[config.mk]
export PLATFORM = sky130hd
export DESIGN_NAME = stringAccel
export DESIGN_NICKNAME = d
export VERILOG_FILES = /design/src/logic/stringPkg.sv /design/src/logic/stringEngineIf.sv /design/src/logic/avalonRegs.sv /design/src/logic/stringAccel.sv /design/src/logic/stringEngine.sv
export SDC_FILE = /design/constraint.sdc
export NUM_CORES = 1
export LEC_CHECK = 0
export BUFFER_PORTS_ARGS = -buffer_cell sky130_fd_sc_hd__buf_2
export CAP_MARGIN = 20
export CORE_MARGIN = 4
export CORE_UTILIZATION = 42
export DETAILED_ROUTE_END_ITERATION = 10
export GPL_TIMING_DRIVEN = 0
export SLEW_MARGIN = 10
export SYNTH_ARGS = -nofsm -noshare
export SYNTH_HDL_FRONTEND = slang
export SYNTH_SLANG_ARGS = --single-unit
export TNS_END_PERCENT = 100
[constraint.sdc]
create_clock -name clk -period 5.75 [get_ports clk]
set_clock_uncertainty 0.1 [all_clocks]
set_input_delay 1.15 -clock clk [delete_from_list [all_inputs] [get_ports clk]]
set_output_delay 1.15 -clock clk [all_outputs]
set_load 0.01 [all_outputs]
[src/logic/stringPkg.sv]
// String accelerator shared definitions
// Operation and engine state encodings, register map, control bit layout
package stringPkg;

  // Operation index as written into the control register
  typedef enum logic [2:0]
  {
    opCompare = 3'd0,
    opToUpper = 3'd1,
    opToLower = 3'd2
  } stringOp;

  // Engine FSM states
  typedef enum logic [1:0]
  {
    stIdle = 2'd0,
    stRun  = 2'd1,
    stDone = 2'd2
  } engineState;

  // Characters held in one 32-bit word
  localparam int wordBytes = 4;

  // Avalon register addresses
  localparam logic [1:0] regA       = 2'd0;
  localparam logic [1:0] regB       = 2'd1;
  localparam logic [1:0] regControl = 2'd2;
  localparam logic [1:0] regResult  = 2'd3;

  // Control register layout, [length, index, go, done]
  localparam int ctrlDoneBit   = 0;
  localparam int ctrlGoBit     = 1;
  localparam int ctrlIndexLsb  = 2;
  localparam int ctrlLengthLsb = 5;

endpackage

[src/logic/stringEngineIf.sv]
// Register block to engine link
// Carries the job operands out and the job result back
`timescale 1ns/10ps

interface stringEngineIf;
  import stringPkg::*;

  // Job request, driven by the register block
  logic        start;
  stringOp     op;
  logic [2:0]  length;
  logic [31:0] a;
  logic [31:0] b;

  // Job status and result, driven by the engine
  logic        busy;
  logic        finish;
  logic [31:0] result;

  modport regs (output start, op, length, a, b, input busy, finish, result);

  modport engine (input start, op, length, a, b, output busy, finish, result);

endinterface

[src/logic/avalonRegs.sv]
// Avalon slave register file for the string accelerator
// Holds A, B, control and result, read latency of one cycle
// Turns an accepted go write into a start pulse and tracks done
`timescale 1ns/10ps

module avalonRegs
(
  input  logic        clk,
  input  logic        reset,
  input  logic        chipselect,
  input  logic        read,
  input  logic        write,
  input  logic [1:0]  address,
  input  logic [31:0] writedata,
  output logic [31:0] readdata,
  stringEngineIf.regs bus
);
  import stringPkg::*;

  // Host visible registers
  logic [31:0] regAVal;
  logic [31:0] regBVal;
  logic [31:0] resultReg;
  stringOp     opSel;
  logic [2:0]  lenField;
  logic        goFlag;
  logic        doneFlag;

  // Start pulse, high for the cycle after the go write
  logic        startQ;
  // Job in flight, includes the start cycle before busy rises
  logic        engineActive;
  logic [31:0] ctrlValue;
  logic [31:0] readMux;

  assign engineActive = bus.busy | startQ;

  // Job request toward the engine
  assign bus.start  = startQ;
  assign bus.op     = opSel;
  assign bus.length = lenField;
  assign bus.a      = regAVal;
  assign bus.b      = regBVal;

  // Control word as the host sees it
  always_comb
  begin
    ctrlValue = '0;
    ctrlValue[ctrlDoneBit] = doneFlag;
    ctrlValue[ctrlGoBit] = goFlag;
    ctrlValue[ctrlIndexLsb +: 3] = opSel;
    ctrlValue[ctrlLengthLsb +: 3] = lenField;
  end

  // Read data select
  always_comb
  begin
    case (address)
      regA:       readMux = regAVal;
      regB:       readMux = regBVal;
      regControl: readMux = ctrlValue;
      default:    readMux = resultReg;
    endcase
  end

  always_ff @(posedge clk)
  begin
    if (reset)
    begin
      regAVal   <= '0;
      regBVal   <= '0;
      resultReg <= '0;
      opSel     <= opCompare;
      lenField  <= '0;
      goFlag    <= 1'b0;
      doneFlag  <= 1'b0;
      startQ    <= 1'b0;
      readdata  <= '0;
    end
    else
    begin
      startQ <= 1'b0;

      // Engine finished, capture result and flag done
      if (bus.finish)
      begin
        resultReg <= bus.result;
        doneFlag  <= 1'b1;
      end

      if (chipselect && write)
      begin
        case (address)
          regA:
          begin
            // Operands locked while a job runs
            if (!engineActive)
              regAVal <= writedata;
          end
          regB:
          begin
            if (!engineActive)
              regBVal <= writedata;
          end
          regControl:
          begin
            if (writedata[ctrlGoBit])
            begin
              // Go only when idle and the last done was acknowledged
              if (!engineActive && !doneFlag)
              begin
                opSel    <= stringOp'(writedata[ctrlIndexLsb +: 3]);
                lenField <= writedata[ctrlLengthLsb +: 3];
                goFlag   <= 1'b1;
                startQ   <= 1'b1;
              end
            end
            else
            begin
              // Go low acknowledges the job
              goFlag   <= 1'b0;
              doneFlag <= 1'b0;
            end
          end
          default:
          begin
            // Result is read-only
          end
        endcase
      end

      // Registered read, valid one cycle after the request
      if (chipselect && read)
        readdata <= readMux;
    end
  end

endmodule

[src/logic/stringAccel.sv]
// String accelerator top level
// Avalon register block driving one serial character engine
`timescale 1ns/10ps

module stringAccel
(
  input  logic        clk,
  input  logic        reset,
  input  logic        chipselect,
  input  logic        read,
  input  logic        write,
  input  logic [1:0]  address,
  input  logic [31:0] writedata,
  output logic [31:0] readdata
);

  // Job link between registers and engine
  stringEngineIf engineBus ();

  // Host side registers
  avalonRegs regsInst
  (
    .clk        (clk),
    .reset      (reset),
    .chipselect (chipselect),
    .read       (read),
    .write      (write),
    .address    (address),
    .writedata  (writedata),
    .readdata   (readdata),
    .bus        (engineBus)
  );

  // Character engine
  stringEngine engineInst
  (
    .clk   (clk),
    .reset (reset),
    .bus   (engineBus)
  );

endmodule

[src/logic/stringEngine.sv]
// Serial character engine
// Compare, to-upper and to-lower over the low characters of A and B
// One character per cycle, then a single finish cycle
`timescale 1ns/10ps

module stringEngine
(
  input  logic clk,
  input  logic reset,
  stringEngineIf.engine bus
);
  import stringPkg::*;

  engineState  state;
  // Latched job
  stringOp     opQ;
  logic [31:0] work;
  logic [31:0] bQ;
  logic [1:0]  lastIdx;
  // Character being processed, 0 is bits 7:0
  logic [1:0]  charIdx;
  logic        matchQ;
  logic [7:0]  curA;
  logic [7:0]  curB;
  logic [2:0]  effLen;

  // Length of 0 or above a word means the whole word
  function automatic logic [2:0] effLength(input logic [2:0] len);
    if ((len == 3'd0) || (len > 3'(wordBytes)))
      return 3'(wordBytes);
    else
      return len;
  endfunction

  assign effLen = effLength(bus.length);

  // Current byte pair
  assign curA = work[charIdx*8 +: 8];
  assign curB = bQ[charIdx*8 +: 8];

  // Status toward the register block
  assign bus.busy   = (state != stIdle);
  assign bus.finish = (state == stDone);

  // Result select, only looked at during stDone
  always_comb
  begin
    case (opQ)
      opCompare: bus.result = {31'b0, matchQ};
      opToUpper: bus.result = work;
      opToLower: bus.result = work;
      default:   bus.result = '0;
    endcase
  end

  // Control FSM
  always_ff @(posedge clk)
  begin
    if (reset)
    begin
      state   <= stIdle;
      charIdx <= '0;
    end
    else
    begin
      case (state)
        stIdle:
        begin
          if (bus.start)
          begin
            state   <= stRun;
            charIdx <= '0;
          end
        end
        stRun:
        begin
          // Step through the chars, stop after the last one
          if (charIdx == lastIdx)
            state <= stDone;
          else
            charIdx <= charIdx + 2'd1;
        end
        default:
        begin
          // Finish cycle, back to idle
          state <= stIdle;
        end
      endcase
    end
  end

  // Datapath, operands sampled only at start
  always_ff @(posedge clk)
  begin
    if ((state == stIdle) && bus.start)
    begin
      opQ     <= bus.op;
      work    <= bus.a;
      bQ      <= bus.b;
      lastIdx <= 2'(effLen - 3'd1);
      matchQ  <= 1'b1;
    end
    else if (state == stRun)
    begin
      case (opQ)
        opCompare:
        begin
          // First mismatch clears the flag for good
          if (curA != curB)
            matchQ <= 1'b0;
        end
        opToUpper:
        begin
          if ((curA >= "a") && (curA <= "z"))
            work[charIdx*8 +: 8] <= curA - 8'h20;
        end
        opToLower:
        begin
          if ((curA >= "A") && (curA <= "Z"))
            work[charIdx*8 +: 8] <= curA + 8'h20;
        end
        default:
        begin
          // Unused index, just walk the length
        end
      endcase
    end
  end

endmodule

==> results of run 1 <==
registers in the layout (all words and copies together), names as in the netlist, 3 cells and up:
name / count
regsInst.bus.length: 3
engineInst.bQ: 32
regsInst.resultReg: 32
regsInst.bus.a: 32
engineInst.work: 32
regsInst.readdata: 32
regsInst.bus.op: 3
engineInst.opQ: 3
regsInst.bus.b: 32
logic make-up after synthesis:
family	count (synthesis)
AO/OA/AOI/OAI	170
XOR/XNOR	14
adder cells (fa/ha/maj)	7
buffers and inverters	71
flip-flops	211
multiplexers	60
AND/OR/NAND/NOR	305
worst max-delay path by stage:
| stage | from | to | slack [ps] |
|---|---|---|---|
| CTS | engineInst.charIdx[0]$_SDFFE_PP0P_ | engineInst.work[27]$_DFFE_PP_ | 2670 |
| global route | engineInst.charIdx[1]$_SDFFE_PP0P_ | engineInst.work[5]$_DFFE_PP_ | 2440 |
| finish | engineInst.charIdx[0]$_SDFFE_PP0P_ | engineInst.work[27]$_DFFE_PP_ | 2600 |
| detailed placement | address[0] | regsInst.readdata[18]$_SDFFE_PP0P_ | 2280 |
| floorplan | address[0] | regsInst.readdata[15]$_SDFFE_PP0P_ | 2900 |
| global placement | address[0] | regsInst.bus.b[12]$_SDFFE_PP0P_ | 1980 |
report_power, final:
| part | switching (mW) | internal (mW) |
|---|---|---|
| clock | 0.581 | 0.872 |
| combinational | 0.0988 | 0.0524 |
| sequential | 0.0178 | 1.56 |
| total | 0.698 | 2.48 |
layout make-up:
class	count	area, um^2	share of cell area
Inverter	6	22.5	0.00221
Tap cell	270	338	0.0332
Clock buffer	33	684	0.0672
Clock inverter	8	71.3	0.00701
Sequential cell	211	4910	0.483
Multi-Input combinational cell	556	3520	0.346
Buffer	65	258	0.0253
Timing Repair Buffer	70	370	0.0364
critical path, delay by kind of cell, from the launching register on:
kind                   cells  cell delay (ps)
AND/OR/NAND/NOR            1              180
flip-flops                 1              480
multiplexers               2              770
buffers and inverters      1              230
AO/OA/AOI/OAI              2             1030
cell usage after synthesis, types with 2 or more instances:
cell type	number	area (um^2)
and2_1	2	12.5
nor2b_1	3	18.8
nand2b_1	4	25.0
a22o_1	32	280
ha_1	7	87.6
nor4_1	3	18.8
and4_1	2	17.5
nor2_1	98	368
mux2i_1	36	360
a21oi_1	73	365
nor3b_1	2	15.0
buf_1	3	11.3
nor3_1	27	135
mux4_2	24	541
a22oi_1	32	240
a31o_1	4	35.0
inv_1	5	18.8
nand4_1	3	18.8
clkbuf_1	57	214
a211oi_1	24	180
nand2_1	154	578
buf_2	4	20.0
dfxtp_1	142	2840
xnor2_1	13	114
edfxtp_1	69	2070
per-layer routing:
layer	global-route usage	vias to the layer above	part of all wire
met4	0.0719	0	0.028
met5	0	-	0
li1	-	3186	-
met3	0.0341	47	0.069
met2	0.320	242	0.45
met1	0.308	3206	0.45
layout by cell type (no fill, tap or decap), drive strengths merged, types with 2 or more instances in the layout:
master and count:
nand2 154, xnor2 13, nor3b 2, ha 7, nor2 98, a22oi 32, clkbuf 90, edfxtp 69
a31o 4, mux4 24, nand4 3, nor4 3, and4 2, mux2i 36, a22o 32, clkinv 6
a211oi 24, nand2b 4, and2 2, nor3 28, nor2b 3, inv 6, a21oi 73, dfxtp 142
buf 77
metrics by stage:
stage / utilization / hold slack (ps) / cells / cell area (um^2) / worst slack, ps
after floorplan: - / 321 / 838 / 8710 / 2900
after global placement: 0.462 / 343 / 1175 / 9390 / 1980
after detailed placement: 0.464 / 342 / 1178 / 9420 / 2280
after CTS: 0.501 / 356 / 1219 / 10200 / 2670
after global routing: 0.501 / 382 / 1219 / 10200 / 2440
final: 0.501 / 354 / 1219 / 10200 / 2600
==> reports/summary.txt, run 1 <==
Cell Chain, Critical Path - buf_6, mux4_2, nand3_1, mux2i_1, a311oi_1, a31o_1
crit-path max cell delay - 680 ps
cts hold-fix bufs - 0
remaining global-route overflow - 0
initial antenna violation count - 0
PD cells - 312 nW/um^2
Max Slew Vio Count - 0
crit path time final - 3150 ps
layout cell share with drive strength beyond 1 - 0.145
Adder-Cell Fraction of Synth Area - 0.0101
CTS tree - done
Initial Util - 0.429
Cell variety after synth - 40
Mapped Area - 8710 um^2
RR Endpoint - engineInst.work[27]$_DFFE_PP_
Core Rows - 52
Worst Setup End Kind - flip-flop
total clock sinks - 211
initial DRC count - 572
vias in the first global route - 6282
Placer Congestion - 0.884
fill cell count - 1920
Worst-Skew Late Latency - 500 ps
die height - 152 um
Final setup viols - 0
Resized cells post-CTS - 0
Worst Tran Pin Value - 784 ps
EDFF count, synth - 69
Reg-to-Reg Start - engineInst.charIdx[0]$_SDFFE_PP0P_
maximum vdd drop - 0.000147 V
WL/cell - 20.8 um
Post-Route WL - 25.4 mm
xor/xnor cell area share of the yosys netlist - 0.0141
reg2reg setup slack - 2600 ps
CP startpoint kind - flip-flop
First-pass DRT Iterations - 5
largest net degree at the start of global routing - 32
PortBufs - 67
largest family of logic cells by synthesized area - simple AND/OR/NAND/NOR gates
Mapped Nets - 884
DP HPWL - 19.4 mm
Fmax - 318 MHz
crit share post-route - 0.547
MaxCap Viol Count - 0
Hold Path End - regsInst.readdata[3]$_SDFFE_PP0P_
setup bufs post-CTS - 0
final hold violation count - 0
Syn Inst Count - 838
Crit Path Max Fanout - 10
die width - 152 um
drt drc - 0
Vias - 6681
setup TNS - 0 ps
Worst-path clk slew - 60 ps
Crit-path slowest cell - mux4_2
leakage power - 3.75 nW
core area - 20300 um^2
Reg2Reg Depth - 6
die area - 23100 um^2
Seq/Total Area, Yosys - 0.564
status - complete, no violations
Hold WC Path Type - reg -> reg
first-pass GRT wire length - 37.9 mm
Mean Syn Cell Area - 10.4 um^2
simple logic cell fraction of the synthesized area - 0.146
Hold Crit Depth - 2
clock root buffer - clkbuf_16
GRT Util Overall - 0.211
post-route ant nets - 0
fin nets - 979
number of register bits inferred by synthesis - 211
hold path start - regsInst.readdata[3]$_SDFFE_PP0P_
Final Power - 3.18 mW
cts bufs inserted - 23
Synth Flop Type - dfxtp_1
Slew Limit Headroom - 0.478
clock buffer depth - 3
WP data arrival - 3210 ps
warnings from Yosys - 0
required time of the worst setup path - 5810 ps
Worst Path Class, Setup - reg -> reg
RSZ-0062 raised after global routing - no
Async S/R FF share, synth - 0
ant diodes - 0
compound-gate portion of the synthesized area - 0.131
Ports - 71
proportion of synthesized area in mux cells - 0.103
Layout area overhead - 16.8%
Via density - 5.48
H-tree depth - 1
Power figures use the tool's default switching activity.
==> run 2: changes to the inputs <==
Clock period 5.75 ns to 3.15 ns, I/O delays scaled along.
==> reports/summary.txt, run 2 (synthesized netlist as in run 1, its figures left out) <==
status - complete, no violations
Worst Setup End Kind - flip-flop
RR Endpoint - engineInst.work[25]$_DFFE_PP_
drt drc - 0
clock root buffer - clkbuf_16
post-route ant nets - 0
Ports - 71
final core utilization - 0.502
clock buffer depth - 3
final hold violation count - 0
Final Power - 5.80 mW
PD cells - 569 nW/um^2
leakage power - 3.76 nW
largest net degree at the start of global routing - 32
crit path to - engineInst.work[25]$_DFFE_PP_
CP startpoint kind - flip-flop
Vias - 6717
Worst-Skew Late Latency - 500 ps
first-pass GRT wire length - 37.9 mm
initial DRC count - 536
initial antenna violation count - 0
die height - 152 um
ant diodes - 0
core area - 20300 um^2
Reg2Reg Depth - 7
Layout area overhead - 17.0%
Worst Path Class, Setup - reg -> reg
Slew Limit Headroom - 0.469
DRT met1 WL - 11.4 mm
Final setup viols - 0
GRT Util Overall - 0.211
final std cells w/o fill - 1219
CTS tree - done
Via density - 5.51
cts bufs inserted - 23
Max Slew Vio Count - 0
dpl cells - 1178
die area - 23100 um^2
Reg-to-Reg Start - engineInst.charIdx[1]$_SDFFE_PP0P_
PortBufs - 67
WL/cell - 20.8 um
start point of the critical path - engineInst.charIdx[1]$_SDFFE_PP0P_
maximum vdd drop - 0.000267 V
WP data arrival - 3160 ps
reg2reg setup slack - 150 ps
fill cell count - 1919
Max Used Layer - met4
First-pass DRT Iterations - 5
layout cell share with drive strength beyond 1 - 0.148
Initial Util - 0.429
vias in the first global route - 6282
setup bufs post-CTS - 0
crit share post-route - 0.953
DP HPWL - 19.4 mm
fin nets - 979
crit path time final - 3000 ps
required time of the worst setup path - 3310 ps
remaining global-route overflow - 0
Fmax - 333 MHz
RSZ-0062 raised after global routing - no
Post-Route WL - 25.3 mm
Worst-path clk slew - 60 ps
routed wl met2 - 11.4 mm
Worst Tran Pin Value - 797 ps
most frequent cells in the layout - 154 x nand2_1, 142 x dfxtp_1, 98 x nor2_1, 73 x a21oi_1, 72 x buf_2
met3 routed WL - 1.85 mm
Hold WC Path Type - in -> reg
most common cell after layout, fill and taps aside - nand2_1
H-tree depth - 1
Placer Congestion - 0.884
Core Rows - 52
Crit Path Max Fanout - 10
die width - 152 um
MaxCap Viol Count - 0
total clock sinks - 211
run 2: cell counts in the layout (fill, tap and decap cells not counted):
Identical to the previous run, type by type.
run 2: repair_timing:
item | 4_1_cts | 5_1_grt
setup endpoints to repair | 0 | 40
hold buffers | 0 | 0
gates resized for setup | 0 | 3
run 2: area by class of cell:
class                           instances  area, um^2  share of cell area
Sequential cell                       211        4910               0.482
Multi-Input combinational cell        556        3540               0.347
Clock buffer                           33         684              0.0671
Timing Repair Buffer                   70         370              0.0363
Tap cell                              270         338              0.0331
Buffer                                 65         258              0.0253
Clock inverter                          8        71.3             0.00700
Inverter                                6        22.5             0.00221
run 2: routing by layer:
metal	up-vias	global-route usage
li1	3186	-
met1	3216	0.308
met2	272	0.320
met3	43	0.0341
met4	0	0.0719
met5	-	0
run 2: power breakdown:
part | leakage [nW] | internal [mW] | total (mW) | switching [mW]
clock | 0.373 | 1.59 | 2.65 | 1.06
combinational | 1.51 | 0.0958 | 0.277 | 0.181
sequential | 1.88 | 2.84 | 2.87 | 0.0323
total | 3.76 | 4.53 | 5.80 | 1.27
run 2: per-stage QoR:
step / hold slack, ps / instance area, um^2 / worst slack [ps] / setup TNS [ps]
CTS: 255 / 10200 / 70.0 / 0
floorplan: 321 / 8710 / 544 / 0
global placement: 343 / 9390 / -456 / -18750
global route: 263 / 10200 / 10.8 / 0
finish: 268 / 10200 / 149 / 0
detailed placement: 342 / 9420 / 87.7 / 0
run 2: worst max-delay path, stage by stage, from the launching register on:
cell and delay [ps]:
dfxtp_1 360, clkbuf_1 410, buf_1 600, inv_1 190
ha_1 430, and4b_1 210, clkbuf_1 200, a22o_1 250
run 2: how the worst min path moves through the flow:
| stage | start | endpoint | slack, ps | cells past startpoint |
|---|---|---|---|---|
| floorplan | regsInst.goFlag$_SDFFE_PP0P_ | regsInst.goFlag$_SDFFE_PP0P_ | 320 | 1 |
| global placement | regsInst.readdata[5]$_SDFFE_PP0P_ | regsInst.readdata[5]$_SDFFE_PP0P_ | 340 | 2 |
| detailed placement | regsInst.goFlag$_SDFFE_PP0P_ | regsInst.goFlag$_SDFFE_PP0P_ | 340 | 1 |
| CTS | writedata[8] | regsInst.bus.a[8]$_SDFFE_PP0P_ | 260 | 3 |
| global route | writedata[8] | regsInst.bus.a[8]$_SDFFE_PP0P_ | 260 | 3 |
| finish | writedata[30] | regsInst.bus.b[30]$_SDFFE_PP0P_ | 270 | 3 |
==> run 3: changes to the inputs <==
Settings changed: CORE_MARGIN 4 to 2.
==> reports/summary.txt, run 3 (synthesized netlist as in run 1, its figures left out) <==
status - complete, no violations
setup TNS - 0 ps
most frequent cells in the layout - 154 x nand2_1, 142 x dfxtp_1, 98 x nor2_1, 73 x a21oi_1, 71 x buf_2
total clock sinks - 211
maximum vdd drop - 0.000285 V
Post-Route WL - 25.2 mm
Crit-path slowest cell - mux4_2
fill cell count - 1920
clock root buffer - clkbuf_16
post-route setup slack - 164 ps
Worst Tran Pin Value - 834 ps
dpl cells - 1178
die width - 148 um
Vias - 6600
NetSw - 1.27 mW
Worst Path Class, Setup - reg -> reg
Final Power - 5.71 mW
final std cells w/o fill - 1219
CP startpoint kind - flip-flop
Slew Limit Headroom - 0.444
Hold Crit Depth - 3
Int Pwr - 4.44 mW
initial antenna violation count - 0
required time of the worst setup path - 3210 ps
initial DRC count - 561
cts bufs inserted - 23
DP HPWL - 19.1 mm
final hold violation count - 0
Logic pwr share - 0.048
Hold WC Path Type - in -> reg
most common cell after layout, fill and taps aside - nand2_1
post-route ant nets - 0
Cell Chain, Critical Path - buf_6, mux4_2, nand3_1, mux2i_1, a311oi_2, a31o_1
final core utilization - 0.500
largest net degree at the start of global routing - 31
fin nets - 979
CP top delay family - compound AO/OA/AOI/OAI gates
MaxCap Viol Count - 0
Final setup viols - 0
Placer Congestion - 0.872
Crit Path Max Fanout - 10
CP bufs+invs - 1
H-tree depth - 1
leakage power - 3.73 nW
PortBufs - 67
Reg2Reg Depth - 6
Layout area overhead - 16.5%
crit-path max cell delay - 680 ps
pre-CTS setup slack - 16.3 ps
sw frac - 0.223
drt drc - 0
CTS tree - done
ant diodes - 0
die area - 21900 um^2
Max Slew Vio Count - 0
core area - 20300 um^2
PD cells - 562 nW/um^2
CP Depth - 6
first-pass GRT wire length - 37.8 mm
layout cell share with drive strength beyond 1 - 0.140
Worst-path clk slew - 60 ps
Via density - 5.41
vias in the first global route - 6285
remaining global-route overflow - 0
crit path time final - 2990 ps
Ports - 71
Fmax - 335 MHz
die height - 148 um
Clock Power Share - 0.448
crit share post-route - 0.948
Worst-Skew Late Latency - 510 ps
clock buffer depth - 3
WP data arrival - 3050 ps
First-pass DRT Iterations - 6
setup bufs post-CTS - 0
RSZ-0062 raised after global routing - no
register share of total power - 0.503
Worst Setup End Kind - flip-flop
GRT Util Overall - 0.229
Initial Util - 0.429
Core Rows - 52
WL/cell - 20.6 um
## run 3: timing repair
item                       CTS  global route
hold buffers                 0             0
gates resized for setup      0             3
hold endpoints to repair     0             0
setup endpoints to repair    0            42
## run 3: tightest hold or removal path, cell delays in order
cell,delay (ps)
buf_2,100
nand2_1,50
a21oi_1,50
## run 3: metal layers
metal	vias up	global-route usage	wire length, um
met5	-	0	0
met4	0	0.0700	554
met3	41	0.0392	1780
met2	249	0.353	11200
met1	3129	0.332	11700
li1	3181	-	-
## run 3: cell type report
| type | count | area [um^2] | area share |
|---|---|---|---|
| Inverter | 6 | 22.5 | 0.00222 |
| Buffer | 65 | 259 | 0.0255 |
| Clock buffer | 36 | 654 | 0.0645 |
| Tap cell | 270 | 338 | 0.0333 |
| Clock inverter | 5 | 50.0 | 0.00493 |
| Timing Repair Buffer | 70 | 377 | 0.0371 |
| Sequential cell | 211 | 4910 | 0.484 |
| Multi-Input combinational cell | 556 | 3540 | 0.348 |
## run 3: metrics by stage
| stage | instance area [um^2] | hold WS [ps] |
|---|---|---|
| after floorplan | 8710 | 321 |
| after global placement | 9390 | 343 |
| after detailed placement | 9430 | 346 |
| after CTS | 10100 | 265 |
| after global routing | 10200 | 275 |
| final | 10200 | 274 |
## run 3: final timing paths
| path | slack (ps) | start | to |
|---|---|---|---|
| worst min-delay path | 270 | writedata[12] | regsInst.bus.a[12]$_SDFFE_PP0P_ |
| worst max-delay path | 160 | engineInst.charIdx[0]$_SDFFE_PP0P_ | engineInst.work[29]$_DFFE_PP_ |
| worst min register to register | 350 | regsInst.readdata[5]$_SDFFE_PP0P_ | regsInst.readdata[5]$_SDFFE_PP0P_ |
| worst max register to register | 160 | engineInst.charIdx[0]$_SDFFE_PP0P_ | engineInst.work[29]$_DFFE_PP_ |
## run 3: power groups by stage
stage	registers, mW	logic [mW]	clock network (mW)
2_1_floorplan	2.93	0.154	0
3_3_place_gp	2.93	0.275	0
3_5_place_dp	2.93	0.276	0
4_1_cts	2.87	0.277	2.58
5_1_grt	2.87	0.305	2.70
6_report	2.87	0.277	2.56
